===== src/hw/pulp_pkg.sv =====
`default_nettype none

package pulp_pkg;

  // bus widths
  localparam int unsigned AXI_AW = 32;
  localparam int unsigned AXI_DW = 64;
  localparam int unsigned AXI_SW = AXI_DW / 8;

  // wide host ids, narrow ids behind the remapper
  localparam int unsigned HOST_IW = 4;
  localparam int unsigned BUS_IW  = 2;

  // address map
  localparam logic [AXI_AW-1:0] L2_BASE_ADDR  = 32'h1C00_0000;
  localparam logic [AXI_AW-1:0] EXT_BASE_ADDR = 32'h8000_0000;

  typedef enum logic {
    OP_READ,
    OP_WRITE
  } op_e;

  typedef enum logic [1:0] {
    ROUTE_L2,
    ROUTE_EXT,
    ROUTE_ERR
  } route_e;

  // single-beat request and response, host side
  typedef struct packed {
    logic [HOST_IW-1:0] id;
    op_e                op;
    logic [AXI_AW-1:0]  addr;
    logic [AXI_DW-1:0]  wdata;
    logic [AXI_SW-1:0]  strb;
  } host_req_t;

  typedef struct packed {
    logic [HOST_IW-1:0] id;
    logic [AXI_DW-1:0]  rdata;
    logic               err;
  } host_rsp_t;

  // same beats with the remapped id
  typedef struct packed {
    logic [BUS_IW-1:0] id;
    op_e               op;
    logic [AXI_AW-1:0] addr;
    logic [AXI_DW-1:0] wdata;
    logic [AXI_SW-1:0] strb;
  } bus_req_t;

  typedef struct packed {
    logic [BUS_IW-1:0] id;
    logic [AXI_DW-1:0] rdata;
    logic              err;
  } bus_rsp_t;

endpackage

`default_nettype wire


===== src/hw/axi_id_remap.sv =====
`timescale 1ns/1ps
`default_nettype none

module axi_id_remap #(
  parameter int unsigned TABLE_SIZE = 4
) (
  input  wire logic                clk_i,
  input  wire logic                rst_n_i,

  input  wire logic                host_req_valid_i,
  input  wire pulp_pkg::host_req_t host_req_i,
  output logic                     host_req_ready_o,
  output logic                     host_rsp_valid_o,
  output pulp_pkg::host_rsp_t      host_rsp_o,
  input  wire logic                host_rsp_ready_i,

  output logic                     bus_req_valid_o,
  output pulp_pkg::bus_req_t       bus_req_o,
  input  wire logic                bus_req_ready_i,
  input  wire logic                bus_rsp_valid_i,
  input  wire pulp_pkg::bus_rsp_t  bus_rsp_i,
  output logic                     bus_rsp_ready_o
);

  import pulp_pkg::*;

  // per-slot state
  logic [TABLE_SIZE-1:0] occupied_q;
  logic [HOST_IW-1:0]    host_id_q [TABLE_SIZE];

  logic              free_found;
  logic [BUS_IW-1:0] free_idx;
  logic              req_fire;
  logic              rsp_fire;

  // lowest free slot wins
  always_comb begin
    free_found = 1'b0;
    free_idx   = '0;
    for (int i = TABLE_SIZE - 1; i >= 0; i--) begin
      if (!occupied_q[i]) begin
        free_found = 1'b1;
        free_idx   = BUS_IW'(i);
      end
    end
  end

  assign host_req_ready_o = free_found && bus_req_ready_i;
  assign bus_req_valid_o  = host_req_valid_i && free_found;
  assign req_fire         = host_req_valid_i && host_req_ready_o;

  always_comb begin
    bus_req_o.id    = free_idx;
    bus_req_o.op    = host_req_i.op;
    bus_req_o.addr  = host_req_i.addr;
    bus_req_o.wdata = host_req_i.wdata;
    bus_req_o.strb  = host_req_i.strb;
  end

  // response path is a straight pass with the id swapped back
  assign host_rsp_valid_o = bus_rsp_valid_i;
  assign bus_rsp_ready_o  = host_rsp_ready_i;
  assign rsp_fire         = bus_rsp_valid_i && host_rsp_ready_i;

  always_comb begin
    host_rsp_o.id    = host_id_q[bus_rsp_i.id];
    host_rsp_o.rdata = bus_rsp_i.rdata;
    host_rsp_o.err   = bus_rsp_i.err;
  end

  always_ff @(posedge clk_i) begin
    if (!rst_n_i) begin
      occupied_q <= '0;
    end else begin
      // set and clear never hit the same slot in one cycle
      if (req_fire) begin
        occupied_q[free_idx] <= 1'b1;
      end
      if (rsp_fire) begin
        occupied_q[bus_rsp_i.id] <= 1'b0;
      end
    end
  end

  always_ff @(posedge clk_i) begin
    if (req_fire) begin
      host_id_q[free_idx] <= host_req_i.id;
    end
  end

  // the bus must only answer ids that were handed out
  a_rsp_slot_used : assert property (
    @(posedge clk_i) disable iff (!rst_n_i)
    bus_rsp_valid_i |-> occupied_q[bus_rsp_i.id]
  ) else $error("response for a free remap slot");

endmodule

`default_nettype wire


===== config.mk =====
export PLATFORM = sky130hd
export DESIGN_NAME = axi_id_remap
export DESIGN_NICKNAME = d
export VERILOG_FILES = /design/src/hw/pulp_pkg.sv /design/src/hw/axi_id_remap.sv
export SDC_FILE = /design/constraint.sdc
export NUM_CORES = 1
export LEC_CHECK = 0
export CAP_MARGIN = 25
export CORE_AREA = 2 2 141 143
export CTS_CLUSTER_SIZE = 28
export DETAILED_ROUTE_END_ITERATION = 10
export DIE_AREA = 0 0 143 145
export DONT_BUFFER_PORTS = 1
export GPL_TIMING_DRIVEN = 0
export PLACE_DENSITY = 0.31
export SLEW_MARGIN = 20
export SYNTH_ARGS = -nofsm -noshare
export SYNTH_HDL_FRONTEND = slang
export SYNTH_SLANG_ARGS = --single-unit

===== constraint.sdc =====
create_clock -name clk_i -period 1.1 [get_ports clk_i]
set_input_delay 0.22 -clock clk_i [delete_from_list [all_inputs] [get_ports clk_i]]
set_output_delay 0.22 -clock clk_i [all_outputs]
set_load 0.1 [all_outputs]

==> metrics <==
status complete, but fails checks; failing checks negative setup slack; power per cell area 1790 nW/um^2; worst-skew pair later-pin latency 0.24 ns; I/O Buffers 0; cell total after placement 488; cts hold-fix bufs 0; final hold violations 0; via count 1320; initial antenna violation count 0; Die Ht 145 um; ranking of synthesized cells by area buf_4, edfxtp_1, mux4_2; CTS tree built; final hold slack 0.0681 ns; min Tclk post-route 1.60 ns; Setup Viol. Count Final 21; critical path capture point type primary output; Yosys top cell area share 0.610; Clock Skews 0.00218 ns; PnR Total Power 4.74 mW; first-pass GRT wire length 7680 um; Hold Crit Endpoint host_id_q[0][0]$_DFFE_PP_; Post-synth top cells buf_4, edfxtp_1, dfxtp_1, mux4_2; share of post-route cells with drive strength above 1 0.870; vias in the first global route 1215; crit path kind reg -> out; leading area contributor after synthesis buf_4; hold crit path type in -> reg; CP Buf/Inv Count 0; Core ar. 19200 um^2; Worst R2R End host_id_q[3][0]$_DFFE_PP_; via/cell ratio 2.66; clock-pin slew on the worst setup and hold paths 0.05 ns; final worst-path cycle share 1.45; most frequent cell after synthesis buf_4; Synth cell types 24; FF-to-FF Start occupied_q[3]$_SDFF_PN0_; # IOs 362; crit start category flop; fmax 627 MHz; GPL Wtd Cong 0.646; CP Depth 1; CP arrival 1.38 ns; Static Leak 1.21 nW; TritonCTS Buffers 3; DR WL/cell 12.3 um; Die Wd 143 um; initial core utilization 0.110; Layout area overhead 25.5%; cell depth of the worst flop-to-flop path 4; largest net degree at the start of global routing 12; DIE AREA 20700 um^2; top_reg_cell synth edfxtp_1; CTS H-Tree Depth 1; fin cells 496; Cell Area, Synth 2120 um^2; DRT antenna net count 0; Least-Margin Pin Slew 0.747 ns; Mapped Nets 405; clock sinks 20; flops & latches, synth 20; warnings from Yosys 0; drt total wl 6100 um; # diodes 0; total gr overflow 0; First-pass DRT Iterations 4; Setup WS pre-CTS -0.252 ns; number of synthesized flops with an enable pin 16; Worst EP required 0.88 ns; CP cell instances mux4_2; Rows 51; GRT Util Overall 0.0496; syn avg cell area 9.49 um^2; RSZ-0062 raised after global routing yes; CP delay by family, top multiplexers; Hold Startpoint host_req_i[105]; Clock Tree Buf Depth 2; Max Cap Viol 0; highest net fanout along the worst path 1; Max VDD drop 0.000578 V; CP max stage delay 0.77 ns; Slew Viols, Final 0; slowest CP cell mux4_2; share of synthesized flip-flops with an asynchronous set or reset 0; Iter 0 DRT Violations 36; final core occ 0.138; final setup margin -0.496 ns; Post-Syn Instances 223; hold path cells 0; Final #Nets 414; CTS root buffer clkbuf_16; Slew HR 0.501; FF-to-FF setup slack -0.14 ns; Post-route DRC 0; DP Wirelength 5610 um; sequential cell area fraction in the yosys report 0.265
per-stage QoR:
step,TNS [ns],area (um^2)
6_report,-4.25,2660
5_1_grt,-5.02,2660
4_1_cts,-4.85,2640
3_5_place_dp,-3.02,2500
3_3_place_gp,-2.81,2500
2_1_floorplan,-1.09,2170
metal layers:
layer | wire length [um] | GRT usage
met5 | 0 | 0
met4 | 0 | 0
met3 | 963 | 0.0281
met2 | 3630 | 0.106
met1 | 1510 | 0.0397
state kept, by name, indices dropped and copies added (netlist names):
| signal | cells |
|---|---|
| host_id_q | 16 |
| occupied_q | 4 |
kinds of logic after synthesis:
| kind of cell | synth area share |
|---|---|
| buffers and inverters | 0.617 |
| DFF | 0.265 |
| muxes | 0.0426 |
| AOI/OAI and AO/OA | 0.0230 |
| and+or+nand+nor | 0.0526 |
power breakdown:
part	internal [mW]	total (mW)	switching, mW	leakage (nW)
clock	0.482	0.717	0.235	0.0385
sequential	0.825	0.835	0.0104	0.181
combinational	0.463	3.19	2.73	0.987
cell usage in the layout (no fill, tap or decap), drive strengths merged, types with 2 or more instances in the layout:
master  synthesis  final
a21oi           3      3
nor2            3      3
nand2           4      4
dfxtp           4      4
edfxtp         16     16
mux4            4      4
clkbuf          0      3
nor3            2      2
and2            2      2
buf           173    177
worst max-delay path by stage:
stage,from,end,slack [ns]
after detailed placement,occupied_q[3]$_SDFF_PN0_,bus_req_o[105],-0.25
after CTS,host_id_q[3][0]$_DFFE_PP_,host_rsp_o[65],-0.50
final,host_id_q[3][0]$_DFFE_PP_,host_rsp_o[65],-0.50
after global routing,host_id_q[3][2]$_DFFE_PP_,host_rsp_o[67],-0.53
after global placement,occupied_q[3]$_SDFF_PN0_,bus_req_o[105],-0.25
after floorplan,bus_rsp_i[65],host_rsp_o[65],-0.20
what timing repair did:
| action | CTS | global route |
|---|---|---|
| hold endpoints to repair | 0 | 0 |
| cloned | 0 | 0 |
| setup buffers | 3 | 1 |
| pin swaps | 5 | 2 |
| gates resized for setup | 6 | 3 |
| endpoints found under the setup margin | 25 | 21 |
layout make-up:
class,instances,area [um^2]
Clock inverter,1,3.75
Tap cell,265,332
Sequential cell,20,576
Timing Repair Buffer,4,50.0
Inverter,1,3.75
Multi-Input combinational cell,29,305
Buffer,173,1310
Fill cell,2156,16600
Clock buffer,3,75.1
Note: power is estimated with default switching activity, not from simulation.
