===== src/hw/pulp_pkg.sv =====
`default_nettype none

package pulp_pkg;

  // bus widths
  localparam int unsigned AXI_AW = 32;
  localparam int unsigned AXI_DW = 64;
  localparam int unsigned AXI_SW = AXI_DW / 8;

  // wide host ids, narrow ids behind the remapper
  localparam int unsigned HOST_IW = 4;
  localparam int unsigned BUS_IW  = 2;

  // address map
  localparam logic [AXI_AW-1:0] L2_BASE_ADDR  = 32'h1C00_0000;
  localparam logic [AXI_AW-1:0] EXT_BASE_ADDR = 32'h8000_0000;

  typedef enum logic {
    OP_READ,
    OP_WRITE
  } op_e;

  typedef enum logic [1:0] {
    ROUTE_L2,
    ROUTE_EXT,
    ROUTE_ERR
  } route_e;

  // single-beat request and response, host side
  typedef struct packed {
    logic [HOST_IW-1:0] id;
    op_e                op;
    logic [AXI_AW-1:0]  addr;
    logic [AXI_DW-1:0]  wdata;
    logic [AXI_SW-1:0]  strb;
  } host_req_t;

  typedef struct packed {
    logic [HOST_IW-1:0] id;
    logic [AXI_DW-1:0]  rdata;
    logic               err;
  } host_rsp_t;

  // same beats with the remapped id
  typedef struct packed {
    logic [BUS_IW-1:0] id;
    op_e               op;
    logic [AXI_AW-1:0] addr;
    logic [AXI_DW-1:0] wdata;
    logic [AXI_SW-1:0] strb;
  } bus_req_t;

  typedef struct packed {
    logic [BUS_IW-1:0] id;
    logic [AXI_DW-1:0] rdata;
    logic              err;
  } bus_rsp_t;

endpackage

`default_nettype wire


===== src/hw/soc_bus.sv =====
`timescale 1ns/1ps
`default_nettype none

module soc_bus #(
  parameter int unsigned L2_N_BYTES = 4096,
  parameter int unsigned MAX_TXNS   = 4
) (
  input  wire logic               clk_i,
  input  wire logic               rst_n_i,

  input  wire logic               up_req_valid_i,
  input  wire pulp_pkg::bus_req_t up_req_i,
  output logic                    up_req_ready_o,
  output logic                    up_rsp_valid_o,
  output pulp_pkg::bus_rsp_t      up_rsp_o,
  input  wire logic               up_rsp_ready_i,

  output logic                    l2_req_valid_o,
  output pulp_pkg::bus_req_t      l2_req_o,
  input  wire logic               l2_req_ready_i,
  input  wire logic               l2_rsp_valid_i,
  input  wire pulp_pkg::bus_rsp_t l2_rsp_i,
  output logic                    l2_rsp_ready_o,

  output logic                    ext_req_valid_o,
  output pulp_pkg::bus_req_t      ext_req_o,
  input  wire logic               ext_req_ready_i,
  input  wire logic               ext_rsp_valid_i,
  input  wire pulp_pkg::bus_rsp_t ext_rsp_i,
  output logic                    ext_rsp_ready_o
);

  import pulp_pkg::*;

  localparam int unsigned PTR_W = (MAX_TXNS > 1) ? $clog2(MAX_TXNS) : 1;
  localparam int unsigned CNT_W = $clog2(MAX_TXNS + 1);

  typedef struct packed {
    route_e            route;
    logic [BUS_IW-1:0] id;
  } entry_t;

  entry_t            queue_q [MAX_TXNS];
  logic [PTR_W-1:0]  wr_ptr_q, rd_ptr_q;
  logic [CNT_W-1:0]  count_q;
  logic              full, empty, push, pop;
  logic [AXI_AW-1:0] l2_offset;
  route_e            route;
  entry_t            head;
  logic              l2_pend, ext_pend;

  // unsigned wrap keeps the l2 decode to one compare
  always_comb begin
    l2_offset = up_req_i.addr - L2_BASE_ADDR;
    if (l2_offset < AXI_AW'(L2_N_BYTES)) begin
      route = ROUTE_L2;
    end else if (up_req_i.addr >= EXT_BASE_ADDR) begin
      route = ROUTE_EXT;
    end else begin
      route = ROUTE_ERR;
    end
  end

  assign full  = (count_q == CNT_W'(MAX_TXNS));
  assign empty = (count_q == '0);
  assign head  = queue_q[rd_ptr_q];

  // request side
  assign l2_req_o        = up_req_i;
  assign ext_req_o       = up_req_i;
  assign l2_req_valid_o  = up_req_valid_i && !full && (route == ROUTE_L2);
  assign ext_req_valid_o = up_req_valid_i && !full && (route == ROUTE_EXT);
  assign up_req_ready_o  = !full && ((route == ROUTE_L2)  ? l2_req_ready_i  :
                                     (route == ROUTE_EXT) ? ext_req_ready_i : 1'b1);
  assign push = up_req_valid_i && up_req_ready_o;

  // response side follows the queue head only
  always_comb begin
    up_rsp_valid_o  = 1'b0;
    up_rsp_o        = '{id: head.id, rdata: '0, err: 1'b1};
    l2_rsp_ready_o  = 1'b0;
    ext_rsp_ready_o = 1'b0;
    if (!empty) begin
      case (head.route)
        ROUTE_L2: begin
          up_rsp_valid_o = l2_rsp_valid_i;
          up_rsp_o       = l2_rsp_i;
          l2_rsp_ready_o = up_rsp_ready_i;
        end
        ROUTE_EXT: begin
          up_rsp_valid_o  = ext_rsp_valid_i;
          up_rsp_o        = ext_rsp_i;
          ext_rsp_ready_o = up_rsp_ready_i;
        end
        // decode error answered locally
        default: up_rsp_valid_o = 1'b1;
      endcase
    end
  end

  assign pop = up_rsp_valid_o && up_rsp_ready_i;

  always_ff @(posedge clk_i) begin
    if (!rst_n_i) begin
      wr_ptr_q <= '0;
      rd_ptr_q <= '0;
      count_q  <= '0;
    end else begin
      if (push) begin
        wr_ptr_q <= (wr_ptr_q == PTR_W'(MAX_TXNS - 1)) ? '0 : wr_ptr_q + 1'b1;
      end
      if (pop) begin
        rd_ptr_q <= (rd_ptr_q == PTR_W'(MAX_TXNS - 1)) ? '0 : rd_ptr_q + 1'b1;
      end
      count_q <= count_q + CNT_W'(push) - CNT_W'(pop);
    end
  end

  always_ff @(posedge clk_i) begin
    if (push) begin
      queue_q[wr_ptr_q] <= '{route: route, id: up_req_i.id};
    end
  end

  // which targets own an entry somewhere in the queue
  always_comb begin
    int idx;
    l2_pend  = 1'b0;
    ext_pend = 1'b0;
    for (int k = 0; k < MAX_TXNS; k++) begin
      idx = (int'(rd_ptr_q) + k) % MAX_TXNS;
      if (k < int'(count_q)) begin
        l2_pend  = l2_pend  || (queue_q[idx].route == ROUTE_L2);
        ext_pend = ext_pend || (queue_q[idx].route == ROUTE_EXT);
      end
    end
  end

  // occupancy count agrees with the distance between the pointers
  a_queue_bounds : assert property (
    @(posedge clk_i) disable iff (!rst_n_i)
    (count_q <= CNT_W'(MAX_TXNS)) &&
    (int'(wr_ptr_q) == (int'(rd_ptr_q) + int'(count_q)) % MAX_TXNS)
  ) else $error("route queue overflow or underflow");

  // a target may only answer while it holds an outstanding entry
  a_rsp_routed : assert property (
    @(posedge clk_i) disable iff (!rst_n_i)
    (l2_rsp_valid_i |-> l2_pend) and (ext_rsp_valid_i |-> ext_pend)
  ) else $error("target response without a matching route entry");

endmodule

`default_nettype wire


===== config.mk =====
export PLATFORM = sky130hd
export DESIGN_NAME = soc_bus
export DESIGN_NICKNAME = d
export VERILOG_FILES = /design/src/hw/pulp_pkg.sv /design/src/hw/soc_bus.sv
export SDC_FILE = /design/constraint.sdc
export NUM_CORES = 1
export LEC_CHECK = 0
export BUFFER_PORTS_ARGS = -buffer_cell sky130_fd_sc_hd__buf_2
export CORE_AREA = 2 2 210 212
export DETAILED_ROUTE_END_ITERATION = 6
export DIE_AREA = 0 0 212 214
export SLEW_MARGIN = 20
export SYNTH_ARGS = -nofsm -noshare
export SYNTH_HDL_FRONTEND = slang
export SYNTH_SLANG_ARGS = --single-unit

===== constraint.sdc =====
create_clock -name clk_i -period 3.3 [get_ports clk_i]
set_input_delay 0.33 -clock clk_i [delete_from_list [all_inputs] [get_ports clk_i]]
set_output_delay 0.33 -clock clk_i [all_outputs]
set_load 0.02 [all_outputs]

==> results.json <==
{
  "status": "finished, final reports clean",
  "layout_common_cells": "280 x buf_2, 138 x nand2_1, 55 x a21oi_1",
  "grt_max_degree": 70,
  "postCtsSetupRepairBufs": 0,
  "slew_headroom_pct": 36.9,
  "die_w_um": 212,
  "hold_viol_final": 0,
  "min-delay-path-class": "primary input to flip-flop",
  "path_clk_slew_ps": 60,
  "timing.hold.ws_ps": 336,
  "setup_violations": 0,
  "placed_cells": 1175,
  "first_iter_violations": 83,
  "final_cells": 1179,
  "port_buffers": 280,
  "h-tree-depth": 1,
  "synthCells": 547,
  "setup.worst_path.class": "flip-flop to flip-flop",
  "synth_ff_type": "edfxtp_1",
  "drt_pass1_iterations": 4,
  "synth_edf_count": 16,
  "grt_use_total_pct": 5.80,
  "cts_made_buffers": 3,
  "report.final.slew_viol_count": 0,
  "tightest_slew_ps": 946,
  "die_area_um2": 45400,
  "max_freq_mhz": 329,
  "multi_input_area_um2": 1500,
  "gr-total-overflow": 0,
  "yosysUniqueCellTypes": 39,
  "grt_pass1_wl_mm": 19.9,
  "core_area_um2": 42900,
  "yosysWarningCount": 0,
  "end_kind": "flip-flop",
  "cts_tree": "done",
  "cp-start-kind": "flip-flop",
  "pin_count": 536,
  "ys_ff_latch": 25,
  "fin_skew_ps": 4.87,
  "synthesis.nets": 804,
  "antenna_cells": 0,
  "first_global_vias": 3394,
  "wl_mm": 14.8,
  "cts_sinks": 25,
  "num_rows": 76,
  "period_needed_ps": 3040,
  "n_fill_cell": 5002,
  "place_congestion": 0.795,
  "fin_util_pct": 10.3,
  "crit_fanout": 5,
  "antenna_found_initial": 1,
  "clock_latency_ps": 250,
  "syn2layout_area_growth_pct": 12.7,
  "clk_path_buf_depth": 2,
  "avgSynthCellArea_um2": 7.18,
  "drc_errors": 0,
  "fin_crit_sh_pct": 92.1,
  "wire_per_inst_um": 12.6,
  "final_area_um2": 4430,
  "drive_gt1_share_pct": 51.5,
  "place_ws_ps": 260,
  "cts_root_buffer": "clkbuf_16",
  "placed_area_um2": 4350,
  "drtAntennaViolNets": 0,
  "die_y_um": 214,
  "rsz0062_at_grt": "no",
  "yosysSeqAreaShare_pct": 16.8,
  "start_util_pct": 9.16,
  "p_total_mw": 2.87,
  "peakVddDrop_mv": 0.321,
  "regArea_um2": 661,
  "setup_tns_ps": 0,
  "avgViaCountPerCell": 3.02,
  "power_density_nw_per_um2": 648,
  "final_common_cell": "buf_2",
  "drv_cap": 0,
  "post-dp-hpwl_mm": 12.0,
  "setup_ws_ps": 260,
  "nNetsFinal": 852,
  "post_cts_resized": 0,
  "arrival_ps": 3190,
  "synthesis.area_um2": 3930,
  "async_reset_ff_share_pct": 0,
  "hold_buffers": 0,
  "required_ps": 3450,
  "leakage_nw": 2.11,
  "vias": 3566
}
## layout make-up
class,count,share of cell area (%)
Clock buffer,3,1.70
Clock inverter,1,0.113
Inverter,7,0.594
Multi-Input combinational cell,274,33.8
Sequential cell,25,14.9
Tap cell,585,16.5
Timing Repair Buffer,284,32.3
## cell families after synthesis
family / synth area share [%]
AO/OA/AOI/OAI: 10.3
XOR/XNOR: 0.446
adder cells (fa/ha/maj): 2.74
buffers and inverters: 45.3
flip-flops: 16.8
multiplexers: 4.36
AND/OR/NAND/NOR: 20.0
## Yosys cell counts, drive strengths merged (3+ instances only)
master	n	share of area, %
mux2i	7	1.8
a21oi	65	9.2
or4	4	0.76
mux4	4	2.3
inv	7	0.67
buf	228	43
clkbuf	13	1.2
nand2	138	13
nand3	3	0.38
nand4b	3	0.67
and2	7	1.1
dfxtp	9	4.6
nor2	8	0.76
edfxtp	16	12
ha	7	2.2
## critical path: stages, from the launching register on
cell	delay (ps)
edfxtp_1	380
mux4_4	630
mux2i_1	310
nor2b_1	210
nor2_1	60
ha_1	300
inv_1	40
ha_1	180
fa_1	380
xnor2_1	150
xnor2_1	130
and2_1	150
## final timing paths
check                startpoint            end  slack [ps]  depth (start not counted)
setup reg to reg  queue_q[3][2]     count_q[2]         260                         11
hold / removal    up_req_i[106]  queue_q[3][1]         340                          1
hold reg to reg     wr_ptr_q[1]    wr_ptr_q[1]         520                          2
setup / recovery  queue_q[3][2]     count_q[2]         260                         11
## sequential cells by signal (all words and copies together), names as in the netlist, named ones only
register	count
count_q	3
queue_q	16
rd_ptr_q	2
wr_ptr_q	2
## layer usage
layer	wire (µm)	GRT usage (%)	vias to the layer above
met5	51	0.862	-
met4	880	3.64	2
met3	2060	2.86	60
met2	6730	9.92	328
met1	5120	5.44	1531
li1	-	-	1645
## where the power goes
group	internal [mW]	switching, mW	total [mW]	leakage [nW]
registers	0.389	0.0400	0.429	0.220
logic	0.686	1.49	2.18	1.85
clock network	0.163	0.0972	0.260	0.0409
Power figures use the tool's default switching activity.
